--- src/include/invsqrt_macros.svh ---
// ####################################################################
// Constants for the reciprocal square root unit: fixed-point width,
// Newton-Raphson iteration count and special result words
// ####################################################################
`ifndef INVSQRT_MACROS_SVH
`define INVSQRT_MACROS_SVH

// Fraction bits of the internal estimate, two integer bits sit above
`define INVSQRT_FRAC_W 28

// Newton-Raphson iterations, valid range 2 to 5
`define INVSQRT_NR_ITERS 3

// Special result words
`define INVSQRT_QNAN 32'h7FC00000
`define INVSQRT_POS_INF 32'h7F800000

`endif

--- src/verilog/invsqrt_pkg.sv ---
// ####################################################################
// Shared types: fp32 word views, operand class and multiply phase
// ####################################################################
package invsqrt_pkg;

    // Field view of a single-precision word
    typedef struct packed {
        logic        sign;
        logic [7:0]  exp;
        logic [22:0] mant;
    } fp32_fields_t;

    // Same 32 bits seen either as a raw word or as fields
    typedef union packed {
        logic [31:0]  raw;
        fp32_fields_t f;
    } fp32_t;

    // Operand class, decides between computed and substituted result
    typedef enum logic [2:0] {
        CLS_NORMAL,
        CLS_ZERO,
        CLS_INF,
        CLS_NAN,
        CLS_NEG
    } fp_class_e;

    // Operation of one multiply cycle within an iteration
    typedef enum logic [1:0] {
        PH_SQUARE,
        PH_SCALE,
        PH_UPDATE
    } nr_phase_e;

endpackage

--- src/verilog/nr_ctrl_if.sv ---
// ####################################################################
// Control strobes from the sequencing FSM to the datapath blocks
// ####################################################################
`timescale 1ns/10ps

interface nr_ctrl_if (
    input logic clk
);

    // One-cycle strobes
    logic capture;
    logic load_seed;
    logic pack_en;

    // High on every multiply cycle, phase names the operation
    logic                    mul_en;
    invsqrt_pkg::nr_phase_e  phase;

    modport ctrl (input clk, output capture, load_seed, mul_en, phase, pack_en);

    modport unpack_mp (input clk, input capture);

    modport dp_mp (input clk, input load_seed, mul_en, phase);

    modport pack_mp (input clk, input pack_en);

endinterface

--- src/verilog/invsqrt_unpack.sv ---
// ####################################################################
// Operand capture, classification, exponent halving, mantissa
// alignment and the seed table for the first estimate
// ####################################################################
`timescale 1ns/10ps
`include "invsqrt_macros.svh"

module invsqrt_unpack (
    input  logic                          clk,
    input  logic                          arst_n,
    input  logic [31:0]                   operand,
    nr_ctrl_if.unpack_mp                  ctrl,
    output invsqrt_pkg::fp_class_e        op_class,
    output logic [8:0]                    exp_out,
    output logic [`INVSQRT_FRAC_W+1:0]    half_mant,
    output logic [`INVSQRT_FRAC_W+1:0]    seed
);

    localparam int FW      = `INVSQRT_FRAC_W;
    localparam int SIG_W   = FW + 2;
    localparam int SEED_FW = 12;

    invsqrt_pkg::fp32_t      op_word;
    invsqrt_pkg::fp_class_e  cls_next;
    logic                    exp_even;
    logic [8:0]              exp_diff;
    logic [SIG_W-1:0]        sig_aligned;
    logic [SIG_W-1:0]        half_next;
    logic [12:0]             seed_q;

    assign op_word = operand;

    // Subnormals have exponent field 0 and fall into the zero class
    always_comb begin
        if (op_word.f.exp == 8'h00) begin
            cls_next = invsqrt_pkg::CLS_ZERO;
        end else if (op_word.f.exp == 8'hFF) begin
            cls_next = (op_word.f.mant != 23'd0) ? invsqrt_pkg::CLS_NAN : invsqrt_pkg::CLS_INF;
        end else if (op_word.f.sign) begin
            cls_next = invsqrt_pkg::CLS_NEG;
        end else begin
            cls_next = invsqrt_pkg::CLS_NORMAL;
        end
    end

    // Even biased exponent means an odd unbiased one, so the significand
    // takes one extra right shift to make the remaining power even
    assign exp_even    = ~op_word.f.exp[0];
    assign exp_diff    = 9'd381 - {1'b0, op_word.f.exp};
    assign sig_aligned = {2'b01, op_word.f.mant, {(FW-23){1'b0}}};
    assign half_next   = exp_even ? (sig_aligned >> 2) : (sig_aligned >> 1);

    // Seed is 1/sqrt at the geometric middle of each segment, 12 fraction bits
    always_comb begin
        case ({op_word.f.exp[0], op_word.f.mant[22:20]})
            4'b0_000: seed_q = 13'd5624;
            4'b0_001: seed_q = 13'd5319;
            4'b0_010: seed_q = 13'd5059;
            4'b0_011: seed_q = 13'd4834;
            4'b0_100: seed_q = 13'd4636;
            4'b0_101: seed_q = 13'd4461;
            4'b0_110: seed_q = 13'd4304;
            4'b0_111: seed_q = 13'd4163;
            4'b1_000: seed_q = 13'd3977;
            4'b1_001: seed_q = 13'd3761;
            4'b1_010: seed_q = 13'd3577;
            4'b1_011: seed_q = 13'd3418;
            4'b1_100: seed_q = 13'd3278;
            4'b1_101: seed_q = 13'd3154;
            4'b1_110: seed_q = 13'd3043;
            default:  seed_q = 13'd2943;
        endcase
    end

    always_ff @(posedge clk or negedge arst_n) begin
        if (!arst_n) begin
            op_class  <= invsqrt_pkg::CLS_ZERO;
            exp_out   <= '0;
            half_mant <= '0;
            seed      <= '0;
        end else if (ctrl.capture) begin
            op_class  <= cls_next;
            exp_out   <= {1'b0, exp_diff[8:1]};
            half_mant <= half_next;
            seed      <= SIG_W'(seed_q) << (FW - SEED_FW);
        end
    end

endmodule

--- src/verilog/nr_iter_counter.sv ---
// ####################################################################
// Phase and iteration counter with the final update flag
// ####################################################################
`timescale 1ns/10ps
`include "invsqrt_macros.svh"

module nr_iter_counter (
    input  logic                    clk,
    input  logic                    arst_n,
    input  logic                    clear,
    input  logic                    advance,
    output invsqrt_pkg::nr_phase_e  phase,
    output logic                    last_step
);

    localparam int ITER_W = $clog2(`INVSQRT_NR_ITERS + 1);
    localparam logic [ITER_W-1:0] ITER_LAST = ITER_W'(`INVSQRT_NR_ITERS - 1);

    logic [ITER_W-1:0] iter;

    always_ff @(posedge clk or negedge arst_n) begin
        if (!arst_n) begin
            phase <= invsqrt_pkg::PH_SQUARE;
            iter  <= '0;
        end else if (clear) begin
            phase <= invsqrt_pkg::PH_SQUARE;
            iter  <= '0;
        end else if (advance) begin
            case (phase)
                invsqrt_pkg::PH_SQUARE: phase <= invsqrt_pkg::PH_SCALE;
                invsqrt_pkg::PH_SCALE:  phase <= invsqrt_pkg::PH_UPDATE;
                default: begin
                    phase <= invsqrt_pkg::PH_SQUARE;
                    iter  <= (iter == ITER_LAST) ? '0 : iter + 1'b1;
                end
            endcase
        end
    end

    assign last_step = (phase == invsqrt_pkg::PH_UPDATE) && (iter == ITER_LAST);

endmodule

--- src/verilog/invsqrt_ctrl_fsm.sv ---
// ####################################################################
// Sequencing FSM: capture, seed load, iterations, pack, busy and done
// ####################################################################
`timescale 1ns/10ps

module invsqrt_ctrl_fsm (
    input  logic                    clk,
    input  logic                    arst_n,
    input  logic                    start,
    input  logic                    last_step,
    output logic                    cnt_clear,
    output logic                    cnt_advance,
    input  invsqrt_pkg::nr_phase_e  phase_in,
    nr_ctrl_if.ctrl                 ctrl,
    output logic                    busy,
    output logic                    done
);

    typedef enum logic [2:0] {IDLE, CAPTURE, SEED, ITERATE, PACK} state_e;

    state_e state;
    state_e state_next;
    logic   start_ok;

    // A start is taken only from IDLE, which is exactly when busy is low
    assign start_ok = (state == IDLE) && start;

    always_comb begin
        case (state)
            IDLE:    state_next = start_ok ? CAPTURE : IDLE;
            CAPTURE: state_next = SEED;
            SEED:    state_next = ITERATE;
            ITERATE: state_next = last_step ? PACK : ITERATE;
            default: state_next = IDLE;
        endcase
    end

    always_ff @(posedge clk or negedge arst_n) begin
        if (!arst_n) begin
            state <= IDLE;
            busy  <= 1'b0;
            done  <= 1'b0;
        end else begin
            state <= state_next;
            done  <= (state == PACK);
            if (start_ok) begin
                busy <= 1'b1;
            end else if (state == PACK) begin
                busy <= 1'b0;
            end
        end
    end

    assign ctrl.capture   = (state == CAPTURE);
    assign ctrl.load_seed = (state == SEED);
    assign ctrl.mul_en    = (state == ITERATE);
    assign ctrl.phase     = phase_in;
    assign ctrl.pack_en   = (state == PACK);

    // Counter restarts while the seed loads, then steps on every multiply
    assign cnt_clear   = (state == SEED);
    assign cnt_advance = (state == ITERATE);

endmodule

--- src/verilog/nr_mul_datapath.sv ---
// ####################################################################
// Shared multiplier with estimate and temporary registers running the
// three-phase Newton-Raphson step y = y * (1.5 - (x/2) * y^2)
// ####################################################################
`timescale 1ns/10ps
`include "invsqrt_macros.svh"

module nr_mul_datapath (
    input  logic                          clk,
    input  logic                          arst_n,
    nr_ctrl_if.dp_mp                      ctrl,
    input  logic [`INVSQRT_FRAC_W+1:0]    half_mant,
    input  logic [`INVSQRT_FRAC_W+1:0]    seed,
    output logic [`INVSQRT_FRAC_W+1:0]    y_est
);

    localparam int FW = `INVSQRT_FRAC_W;
    localparam int W  = FW + 2;

    // 1.5 in the unsigned 2.FW format
    localparam logic [W-1:0] THREE_HALF = W'(3) << (FW - 1);

    logic [W-1:0]   y;
    logic [W-1:0]   t;
    logic [W-1:0]   mul_a;
    logic [W-1:0]   mul_b;
    logic [2*W-1:0] product;
    logic [W-1:0]   prod_trunc;

    // Operand select for the one multiplier
    always_comb begin
        case (ctrl.phase)
            invsqrt_pkg::PH_SQUARE: begin
                mul_a = y;
                mul_b = y;
            end
            invsqrt_pkg::PH_SCALE: begin
                mul_a = half_mant;
                mul_b = t;
            end
            default: begin
                // t stays near 0.5 here, so the difference never wraps
                mul_a = y;
                mul_b = THREE_HALF - t;
            end
        endcase
    end

    assign product = mul_a * mul_b;

    // Drop the low FW fraction bits, all products stay below 4
    assign prod_trunc = product[FW +: W];

    always_ff @(posedge clk or negedge arst_n) begin
        if (!arst_n) begin
            y <= '0;
            t <= '0;
        end else if (ctrl.load_seed) begin
            y <= seed;
        end else if (ctrl.mul_en) begin
            if (ctrl.phase == invsqrt_pkg::PH_UPDATE) begin
                y <= prod_trunc;
            end else begin
                t <= prod_trunc;
            end
        end
    end

    assign y_est = y;

endmodule

--- src/verilog/invsqrt_pack.sv ---
// ####################################################################
// Result normalization, truncation, special values and result register
// ####################################################################
`timescale 1ns/10ps
`include "invsqrt_macros.svh"

module invsqrt_pack (
    input  logic                          clk,
    input  logic                          arst_n,
    nr_ctrl_if.pack_mp                    ctrl,
    input  invsqrt_pkg::fp_class_e        op_class,
    input  logic [8:0]                    exp_out,
    input  logic [`INVSQRT_FRAC_W+1:0]    y_est,
    output logic [31:0]                   result
);

    localparam int FW = `INVSQRT_FRAC_W;

    invsqrt_pkg::fp32_t  norm_word;
    logic [8:0]          exp_norm;
    logic [22:0]         mant_norm;

    // Estimate lies in (0.7, 1.42), so at most one left shift is needed
    always_comb begin
        if (y_est[FW]) begin
            exp_norm  = exp_out;
            mant_norm = y_est[FW-1 -: 23];
        end else begin
            exp_norm  = exp_out - 9'd1;
            mant_norm = y_est[FW-2 -: 23];
        end
        norm_word.f.sign = 1'b0;
        norm_word.f.exp  = exp_norm[7:0];
        norm_word.f.mant = mant_norm;
    end

    always_ff @(posedge clk or negedge arst_n) begin
        if (!arst_n) begin
            result <= '0;
        end else if (ctrl.pack_en) begin
            case (op_class)
                invsqrt_pkg::CLS_NAN,
                invsqrt_pkg::CLS_NEG:  result <= `INVSQRT_QNAN;
                invsqrt_pkg::CLS_INF:  result <= 32'h0000_0000;
                invsqrt_pkg::CLS_ZERO: result <= `INVSQRT_POS_INF;
                default:               result <= norm_word.raw;
            endcase
        end
    end

endmodule

--- src/verilog/invsqrt_top.sv ---
// ####################################################################
// Multi-cycle fp32 reciprocal square root, top level
// ####################################################################
`timescale 1ns/10ps
`include "invsqrt_macros.svh"

module invsqrt_top (
    input  logic        clk,
    input  logic        arst_n,
    input  logic        start,
    input  logic [31:0] operand,
    output logic        busy,
    output logic        done,
    output logic [31:0] result
);

    logic                            last_step;
    logic                            cnt_clear;
    logic                            cnt_advance;
    invsqrt_pkg::nr_phase_e          phase;
    invsqrt_pkg::fp_class_e          op_class;
    logic [8:0]                      exp_out;
    logic [`INVSQRT_FRAC_W+1:0]      half_mant;
    logic [`INVSQRT_FRAC_W+1:0]      seed;
    logic [`INVSQRT_FRAC_W+1:0]      y_est;

    nr_ctrl_if u_ctrl_if (.clk(clk));

    invsqrt_ctrl_fsm u_ctrl_fsm (
        .clk         (clk),
        .arst_n      (arst_n),
        .start       (start),
        .last_step   (last_step),
        .cnt_clear   (cnt_clear),
        .cnt_advance (cnt_advance),
        .phase_in    (phase),
        .ctrl        (u_ctrl_if.ctrl),
        .busy        (busy),
        .done        (done)
    );

    nr_iter_counter u_iter_counter (
        .clk       (clk),
        .arst_n    (arst_n),
        .clear     (cnt_clear),
        .advance   (cnt_advance),
        .phase     (phase),
        .last_step (last_step)
    );

    invsqrt_unpack u_unpack (
        .clk       (clk),
        .arst_n    (arst_n),
        .operand   (operand),
        .ctrl      (u_ctrl_if.unpack_mp),
        .op_class  (op_class),
        .exp_out   (exp_out),
        .half_mant (half_mant),
        .seed      (seed)
    );

    nr_mul_datapath u_mul_datapath (
        .clk       (clk),
        .arst_n    (arst_n),
        .ctrl      (u_ctrl_if.dp_mp),
        .half_mant (half_mant),
        .seed      (seed),
        .y_est     (y_est)
    );

    invsqrt_pack u_pack (
        .clk      (clk),
        .arst_n   (arst_n),
        .ctrl     (u_ctrl_if.pack_mp),
        .op_class (op_class),
        .exp_out  (exp_out),
        .y_est    (y_est),
        .result   (result)
    );

endmodule

--- config.mk ---
export PLATFORM = sky130hd
export DESIGN_NAME = invsqrt_top
export DESIGN_NICKNAME = d
export VERILOG_FILES = /design/src/verilog/invsqrt_pkg.sv /design/src/verilog/nr_ctrl_if.sv /design/src/verilog/invsqrt_unpack.sv /design/src/verilog/nr_iter_counter.sv /design/src/verilog/invsqrt_ctrl_fsm.sv /design/src/verilog/nr_mul_datapath.sv /design/src/verilog/invsqrt_pack.sv /design/src/verilog/invsqrt_top.sv
export VERILOG_INCLUDE_DIRS = /design/src /design/src/include
export SDC_FILE = /design/constraint.sdc
export NUM_CORES = 2
export LEC_CHECK = 0
export ABC_AREA = 1
export BUFFER_PORTS_ARGS = -buffer_cell sky130_fd_sc_hd__buf_2
export CORE_MARGIN = 2
export CORE_UTILIZATION = 59
export DETAILED_ROUTE_END_ITERATION = 12
export GPL_TIMING_DRIVEN = 1
export MAX_ROUTING_LAYER = met4
export PLACE_DENSITY = 0.82
export SLEW_MARGIN = 15
export SYNTH_ARGS = -nofsm -noshare
export SYNTH_HDL_FRONTEND = slang
export SYNTH_SLANG_ARGS = --single-unit
export TNS_END_PERCENT = 1
--- constraint.sdc ---
create_clock -name clk -period 20.7 [get_ports clk]
set_input_delay 1.035 -clock clk [delete_from_list [all_inputs] [get_ports clk]]
set_output_delay 1.035 -clock clk [all_outputs]
set_load 0.1 [all_outputs]
# [After elaboration in Yosys (flattened, before gate mapping)]
# Memory sizes are Yosys's and may differ from the RTL's. A register that Yosys moved wholly into a read port is not among the register bits.
# Cells that the tools add are included.
[classes] n_eq_ne=13 n_reduce_logical=15 n_addsub=4 mul=1 bitwise=2 muxes=25
[op_table] operator="$mux 30" n=4
[op_table] operator="$pmux 31 s3" n=1
[op_table] operator="$pmux 30 s2" n=1
[op_table] operator="$mul 30x30->58" n=1
[op_table] operator="$sub 29x30->30 const A" n=1
[op_table] operator="$mux 28" n=1
[op_table] operator="$mux 23" n=1
[op_table] operator="$reduce_bool 23->1" n=1
[op_table] operator="$eq 3x2->1 const B" n=4
[op_table] operator="$mux 2" n=6
[op_table] operator="$mux 3" n=4
[op_table] operator="$pmux 3 s4" n=1
[op_table] operator="$sub 9x8->9 const A" n=1
[op_table] operator="$eq 8x8->1 const B" n=1
[op_table] operator="$logic_not 8->1" n=1
[op_table] operator="$mux 8" n=1
[op_table] operator="$sub 8x1->8 const B" n=1
[op_table] operator="$eq 3x1->1 const B" n=2
[op_table] operator="$eq 3x3->1 const B" n=2
[op_table] operator="$reduce_bool 2->1" n=3
[op_table] operator="$eq 2x2->1 const B" n=2
[op_table] operator="$mux 1" n=4
[op_table] operator="$pmux 2 s2" n=1
[op_table] operator="$reduce_and 2->1" n=2
[op_table] operator="other kinds (10)" n=13
[totals] rom_bits=208 inputBits=35 mem_count=1 reg_bits=142 word_cells=72 out_inout_bits=34
[mem_list] memory="(no name shown)" words=16 word_bits=13 rd=1 rd_clocked_by_memory_dff=1 write_ports=0 line="invsqrt_unpack.sv:55" source="case ({op_word.f.exp[0], op_word.f.mant[22:20]})"

# [Longest topological paths before layout]
[depth] depth_word=6 ltp_mapped=45 ltp_nobuf=44

# [Modules after synthesis]
# A second synthesis with hierarchy kept.
[unflattened] hier_cells=4825 hier_area_um2=37861.3
[by_module_without_submodules] mod="nr_mul_datapath" n_inst=1 area_per_inst_um2=33131.8 seq_area_each_um2=1501.4 cells_per_inst=4237
[by_module_without_submodules] mod="invsqrt_unpack" n_inst=1 area_per_inst_um2=2605.0 seq_area_each_um2=1202.4 cells_per_inst=310
[by_module_without_submodules] mod="invsqrt_pack" n_inst=1 area_per_inst_um2=1692.9 seq_area_each_um2=775.7 cells_per_inst=223
[by_module_without_submodules] mod="invsqrt_ctrl_fsm" n_inst=1 area_per_inst_um2=235.2 seq_area_each_um2=125.1 cells_per_inst=28
[by_module_without_submodules] mod="nr_iter_counter" n_inst=1 area_per_inst_um2=196.4 seq_area_each_um2=100.1 cells_per_inst=27

# [Least setup slack after synthesis]
# No wires, ideal clock.
[synth_path] kind="reg-to-reg" start="reg u_mul_datapath.t[0]" end="reg u_mul_datapath.y[22] (netlist: u_mul_datapath.y_est[22])" slack_ns=13.035 arrival_ns=7.548 setup_time_ns=0.117 path_stages_with_launch=38 n_path_buf=1 cell_sequence="dfrtp_1 > inv_1 > ha_1 > nand2_1 > o31ai_1 > nand2_1 > nand2_1 > o21ai_0 > a21oi_1 > clkbuf_1 > nand2_1 > fa_1 > inv_1 > fa_1 > inv_1 > fa_1 > fa_1 > inv_1 > [2 not listed] > fa_1 > inv_1 > fa_1 > inv_1 > ha_1 > nand2_1 > nor2_1 > nand2_1 > nor4_1 > nand2_1 > nor2_1 > nor2_1 > nand2_1 > nand2_1 > nand3_1 > nand3_1 > nand2_1 > nand2_1"
[synth_between] elab_chain_len=6
[synth_rtl] item="start: declaration" line="nr_mul_datapath.sv:24" source="logic [W-1:0] t;"
[synth_rtl] item="start signal: assignment" line="nr_mul_datapath.sv:64" source="t <= prod_trunc;"
[synth_rtl] item="$sub 29x30->30" line="nr_mul_datapath.sv:44" source="mul_b = THREE_HALF - t;"
[synth_rtl] item="$pmux 30 s2 *" line="nr_mul_datapath.sv:32" source="case (ctrl.phase)"
[synth_rtl] item="$mul 30x30->58 *" line="nr_mul_datapath.sv:49" source="assign product = mul_a * mul_b;"
[synth_rtl] item="$mux 30 *" line="nr_mul_datapath.sv:61" source="if (ctrl.phase == invsqrt_pkg::PH_UPDATE) begin"
[synth_rtl] item="$mux 30 *" line="nr_mul_datapath.sv:60" source="end else if (ctrl.mul_en) begin"
[synth_rtl] item="$mux 30 *" line="nr_mul_datapath.sv:58" source="end else if (ctrl.load_seed) begin"
[synth_rtl] item="end signal: assignment" line="nr_mul_datapath.sv:62" source="y <= prod_trunc;"
[synth_rtl] item="end: declaration" line="nr_mul_datapath.sv:23" source="logic [W-1:0] y;"
# Mark *: on every way between the ends. The rest lies on a longest branch, timed or not. The select of a mux whose other input is x is not followed.
# A chain may end at the register's enable or synchronous reset.

# [Worst setup path in the final report]
[layout_path] start="reg u_mul_datapath.t[2]" end="reg u_mul_datapath.y[26] (netlist: u_mul_datapath.y_est[26])"
# Same word-level chain as after synthesis.

==> metrics.txt <==
# TYPE chip_impl_metric gauge
chip_impl_info{name="outcome",value="finished clean"} 1
chip_impl_metric{name="die_w",unit="µm"} 255.6
chip_impl_info{name="setup_repair_after_global_routing_missed_its_margin",value="false"} 1
chip_impl_metric{name="initial_utilization",unit=""} 0.5942
chip_impl_metric{name="final_net_count",unit=""} 5774
chip_impl_metric{name="post_route_cells_drive_above_1_share",unit=""} 0.04862
chip_impl_metric{name="syn_avg_cell_area",unit="µm²"} 7.879
chip_impl_metric{name="synth.net_count",unit=""} 5796
chip_impl_info{name="critical-path-slowest-cell",value="sky130_fd_sc_hd__inv_1"} 1
chip_impl_metric{name="period_needed",unit="ns"} 10.68
chip_impl_metric{name="drt_drc_violations_left",unit=""} 0
chip_impl_metric{name="mean_routed_wirelength_per_cell",unit="µm"} 22.86
chip_impl_metric{name="synth_edf_count",unit=""} 0
chip_impl_info{name="critical_path.endpoint_type",value="register"} 1
chip_impl_metric{name="cp_slowest_stage_delay",unit="ns"} 0.96
chip_impl_metric{name="vias_per_cell",unit=""} 5.857
chip_impl_metric{name="place.port_buffers",unit=""} 67
chip_impl_metric{name="worstSkewPairLatency",unit="ns"} 0.45
chip_impl_metric{name="timing_hold_violations_final",unit=""} 0
chip_impl_metric{name="r2r_cells",unit=""} 35
chip_impl_metric{name="hpwl",unit="µm"} 103600
chip_impl_metric{name="synthesis.area",unit="mm²"} 0.03735
chip_impl_metric{name="dieArea",unit="mm²"} 0.06533
chip_impl_metric{name="netlist-cell-type-count",unit=""} 54
chip_impl_metric{name="min_period_over_period",unit=""} 0.5160
chip_impl_info{name="path_class",value="register to register"} 1
chip_impl_metric{name="cts_hold_repair.buffers",unit=""} 0
chip_impl_info{name="critical_path.startpoint_type",value="register"} 1
chip_impl_metric{name="yosysWarningCount",unit=""} 0
chip_impl_info{name="clock_tree_from_tritoncts",value="done"} 1
chip_impl_metric{name="post-route-util",unit=""} 0.6228
chip_impl_info{name="timing.rr.start",value="u_mul_datapath.t[2]"} 1
chip_impl_metric{name="dpl.cell_count",unit=""} 5545
chip_impl_info{name="clock-root-buffer",value="sky130_fd_sc_hd__clkbuf_16"} 1
chip_impl_metric{name="grt_pass1_wl",unit="µm"} 199000
chip_impl_info{name="min-delay-path-class",value="register to register"} 1
chip_impl_metric{name="clk_pin_slew_worst_paths",unit="ns"} 0.07
chip_impl_metric{name="vias",unit=""} 32670
chip_impl_metric{name="syn_to_final_growth",unit="%"} 4.814
chip_impl_metric{name="firstDrtPassIters",unit=""} 8
chip_impl_metric{name="globalplace.congestion",unit=""} 1.061
chip_impl_info{name="synth_top_cells_by_area",value="sky130_fd_sc_hd__fa_1 42%, sky130_fd_sc_hd__inv_1 11%, sky130_fd_sc_hd__dfrtp_1 9.8%, sky130_fd_sc_hd__nand2_1 9.3%, sky130_fd_sc_hd__ha_1 8.1%"} 1
chip_impl_metric{name="cp_max_fo",unit=""} 22
chip_impl_info{name="ys_dominant_reg_cell",value="sky130_fd_sc_hd__dfrtp_1"} 1
chip_impl_metric{name="arrival",unit="ns"} 10.99
chip_impl_metric{name="grt_pass1_vias",unit=""} 34580
chip_impl_metric{name="finalClockSkew",unit="ns"} 0.01771
chip_impl_metric{name="register_to_register_setup_slack",unit="ns"} 10.02
chip_impl_metric{name="clock_path_buffers",unit=""} 2
chip_impl_info{name="layout.cells.most_common_list",value="1142 x sky130_fd_sc_hd__inv_1, 927 x sky130_fd_sc_hd__nand2_1, 778 x sky130_fd_sc_hd__fa_1, 595 x sky130_fd_sc_hd__nor2_1, 243 x sky130_fd_sc_hd__ha_1"} 1
chip_impl_metric{name="timing.final.setup_violations",unit=""} 0
chip_impl_metric{name="setup-tns-final",unit="ns"} 0
chip_impl_metric{name="rows",unit=""} 92
chip_impl_metric{name="ys_async_sr_fraction",unit=""} 1.000
chip_impl_metric{name="worst-endpoint-required",unit="ns"} 21.01
chip_impl_metric{name="drv.max_cap_violation_count",unit=""} 0
chip_impl_metric{name="postRouteAntennaNets",unit=""} 0
chip_impl_metric{name="synth_top_area_frac",unit=""} 0.4170
chip_impl_metric{name="postRouteWirelength",unit="µm"} 127500
chip_impl_metric{name="initial_antenna_violation_count",unit=""} 1
chip_impl_metric{name="ctsHtreeMaxLevel",unit=""} 4
chip_impl_metric{name="grt_overflow_total",unit=""} 0
chip_impl_info{name="critPathLaunch",value="u_mul_datapath.t[2]"} 1
chip_impl_info{name="min_to",value="u_unpack.seed[18]"} 1
chip_impl_info{name="commonest_non_fill_non_tap_cell_in_the_layout",value="sky130_fd_sc_hd__inv_1"} 1
chip_impl_metric{name="tritoncts_num_sinks",unit=""} 148
chip_impl_metric{name="maximum_number_of_pins_on_one_net_before_global_route_repair",unit=""} 84
chip_impl_metric{name="core_region_area",unit="mm²"} 0.06285
chip_impl_metric{name="cts_setup_buffers",unit=""} 0
chip_impl_metric{name="die_y",unit="µm"} 255.6
chip_impl_info{name="rr_endpoint",value="u_mul_datapath.y_est[26]"} 1
chip_impl_info{name="yosys.area.top_type",value="sky130_fd_sc_hd__fa_1"} 1
chip_impl_metric{name="hold_ws",unit="ns"} 0.4808
chip_impl_metric{name="postSynthCellCount",unit=""} 4740
chip_impl_metric{name="synth_seq_area_share",unit=""} 0.09920
chip_impl_metric{name="fmax",unit="MHz"} 93.63
chip_impl_metric{name="final-instance-count-excl-fill",unit=""} 5578
chip_impl_metric{name="holdPathStages",unit=""} 2
chip_impl_metric{name="grt_util_all_layers",unit=""} 0.4135
chip_impl_metric{name="cts-buffers-inserted",unit=""} 17
chip_impl_metric{name="timing_worst_slew_pin_value",unit="ns"} 1.308
chip_impl_metric{name="dr.first_iter.drc_count",unit=""} 3389
chip_impl_metric{name="post_cts.resized_instances",unit=""} 0
chip_impl_info{name="worstHoldStart",value="u_unpack.seed[18]"} 1
chip_impl_metric{name="slew_limit_fails",unit=""} 0
chip_impl_info{name="critical_path.most_common_cell",value="sky130_fd_sc_hd__inv_1"} 1
chip_impl_metric{name="ioPinCount",unit=""} 69
chip_impl_metric{name="timing.max_slew.rel_slack",unit=""} 0.1279
chip_impl_metric{name="synth.ff_latch_count",unit=""} 148
==> cell usage after synthesis (8+ instances only) <==
cell type,n
sky130_fd_sc_hd__nor3_1,20
sky130_fd_sc_hd__dfrtp_1,147
sky130_fd_sc_hd__a22oi_1,16
sky130_fd_sc_hd__clkbuf_1,130
sky130_fd_sc_hd__nand4_1,11
sky130_fd_sc_hd__a21o_1,12
sky130_fd_sc_hd__inv_2,11
sky130_fd_sc_hd__xor2_1,12
sky130_fd_sc_hd__nor2_4,12
sky130_fd_sc_hd__o21ai_0,164
sky130_fd_sc_hd__fa_1,778
sky130_fd_sc_hd__o22ai_1,11
sky130_fd_sc_hd__o221ai_1,27
sky130_fd_sc_hd__o21ai_1,26
sky130_fd_sc_hd__nor2_1,597
sky130_fd_sc_hd__nand3_1,147
sky130_fd_sc_hd__nand2_1,927
sky130_fd_sc_hd__o31ai_1,17
sky130_fd_sc_hd__buf_2,32
sky130_fd_sc_hd__xnor2_1,8
sky130_fd_sc_hd__o21ai_2,8
sky130_fd_sc_hd__o21bai_1,8
sky130_fd_sc_hd__ha_1,243
sky130_fd_sc_hd__inv_1,1142
sky130_fd_sc_hd__a21oi_1,110
sky130_fd_sc_hd__clkinv_1,16
sky130_fd_sc_hd__nor4_1,12
sky130_fd_sc_hd__a31oi_1,19
==> routing by layer <==
layer,vias to the layer above,share of wire,GRT usage
met5,-,0,-
met2,1965,0.46,0.6350
met4,0,0.070,0.2263
met3,521,0.11,0.08655
li1,13950,-,-
met1,16230,0.37,0.5153
==> worst max path at each step <==
stage | end | slack, ns | depth (start not counted)
floorplan | u_mul_datapath.y_est[22] | 13.04 | 37
global placement | u_mul_datapath.y_est[26] | 10.49 | 36
detailed placement | u_mul_datapath.y_est[26] | 10.40 | 36
CTS | u_mul_datapath.y_est[26] | 10.34 | 36
global route | u_mul_datapath.y_est[26] | 9.79 | 36
finish | u_mul_datapath.y_est[26] | 10.02 | 35
==> area by class of cell <==
cell class	instances	area [µm²]
Timing Repair Buffer	137	867.1
Multi-Input combinational cell	3245	28510
Antenna cell	1	2.502
Clock inverter	15	185.2
Sequential cell	148	3705
Clock buffer	17	425.4
Inverter	1169	4388
Tap cell	846	1059
Fill cell	5520	23710
==> registers in the layout, indices dropped and copies added, names as in the netlist <==
signal / flops
u_pack.result: 31
u_mul_datapath.t: 30
u_mul_datapath.y_est: 30
u_unpack.half_mant: 24
u_unpack.seed: 13
u_unpack.exp_out: 8
u_ctrl_fsm.state: 3
u_unpack.op_class: 3
u_iter_counter.iter: 2
u_iter_counter.phase: 2
u_ctrl_fsm.busy: 1
u_ctrl_fsm.done: 1
==> metrics by stage <==
stage	setup WS, ns	area, µm²
floorplan	13.04	37350
global placement	10.49	38530
detailed placement	10.40	38530
CTS	10.34	39140
global route	9.794	39150
finish	10.02	39150
==> logic make-up (layout without fill, tap and decap cells) <==
logic type,after synthesis,count (layout),synth area share
buf+inv,1347,1338,0.1377
xor+xnor,20,20,0.004690
flops,148,148,0.09920
simple gates,1756,1756,0.1894
fa+ha+maj,1021,1021,0.4984
compound gates,447,447,0.07049
other cells,1,2,0.0001004
==> worst max-delay path: cells and delay by family, from the launching register on <==
kind | cells | cell delay, ns
flops | 1 | 0.41
buf+inv | 8 | 1.41
fa+ha+maj | 9 | 4.23
compound gates | 1 | 0.08
simple gates | 17 | 4.37
Power is left out: the tool's default activity adds up to more than one toggle a clock period on the data nets, which glitch-free logic cannot reach.
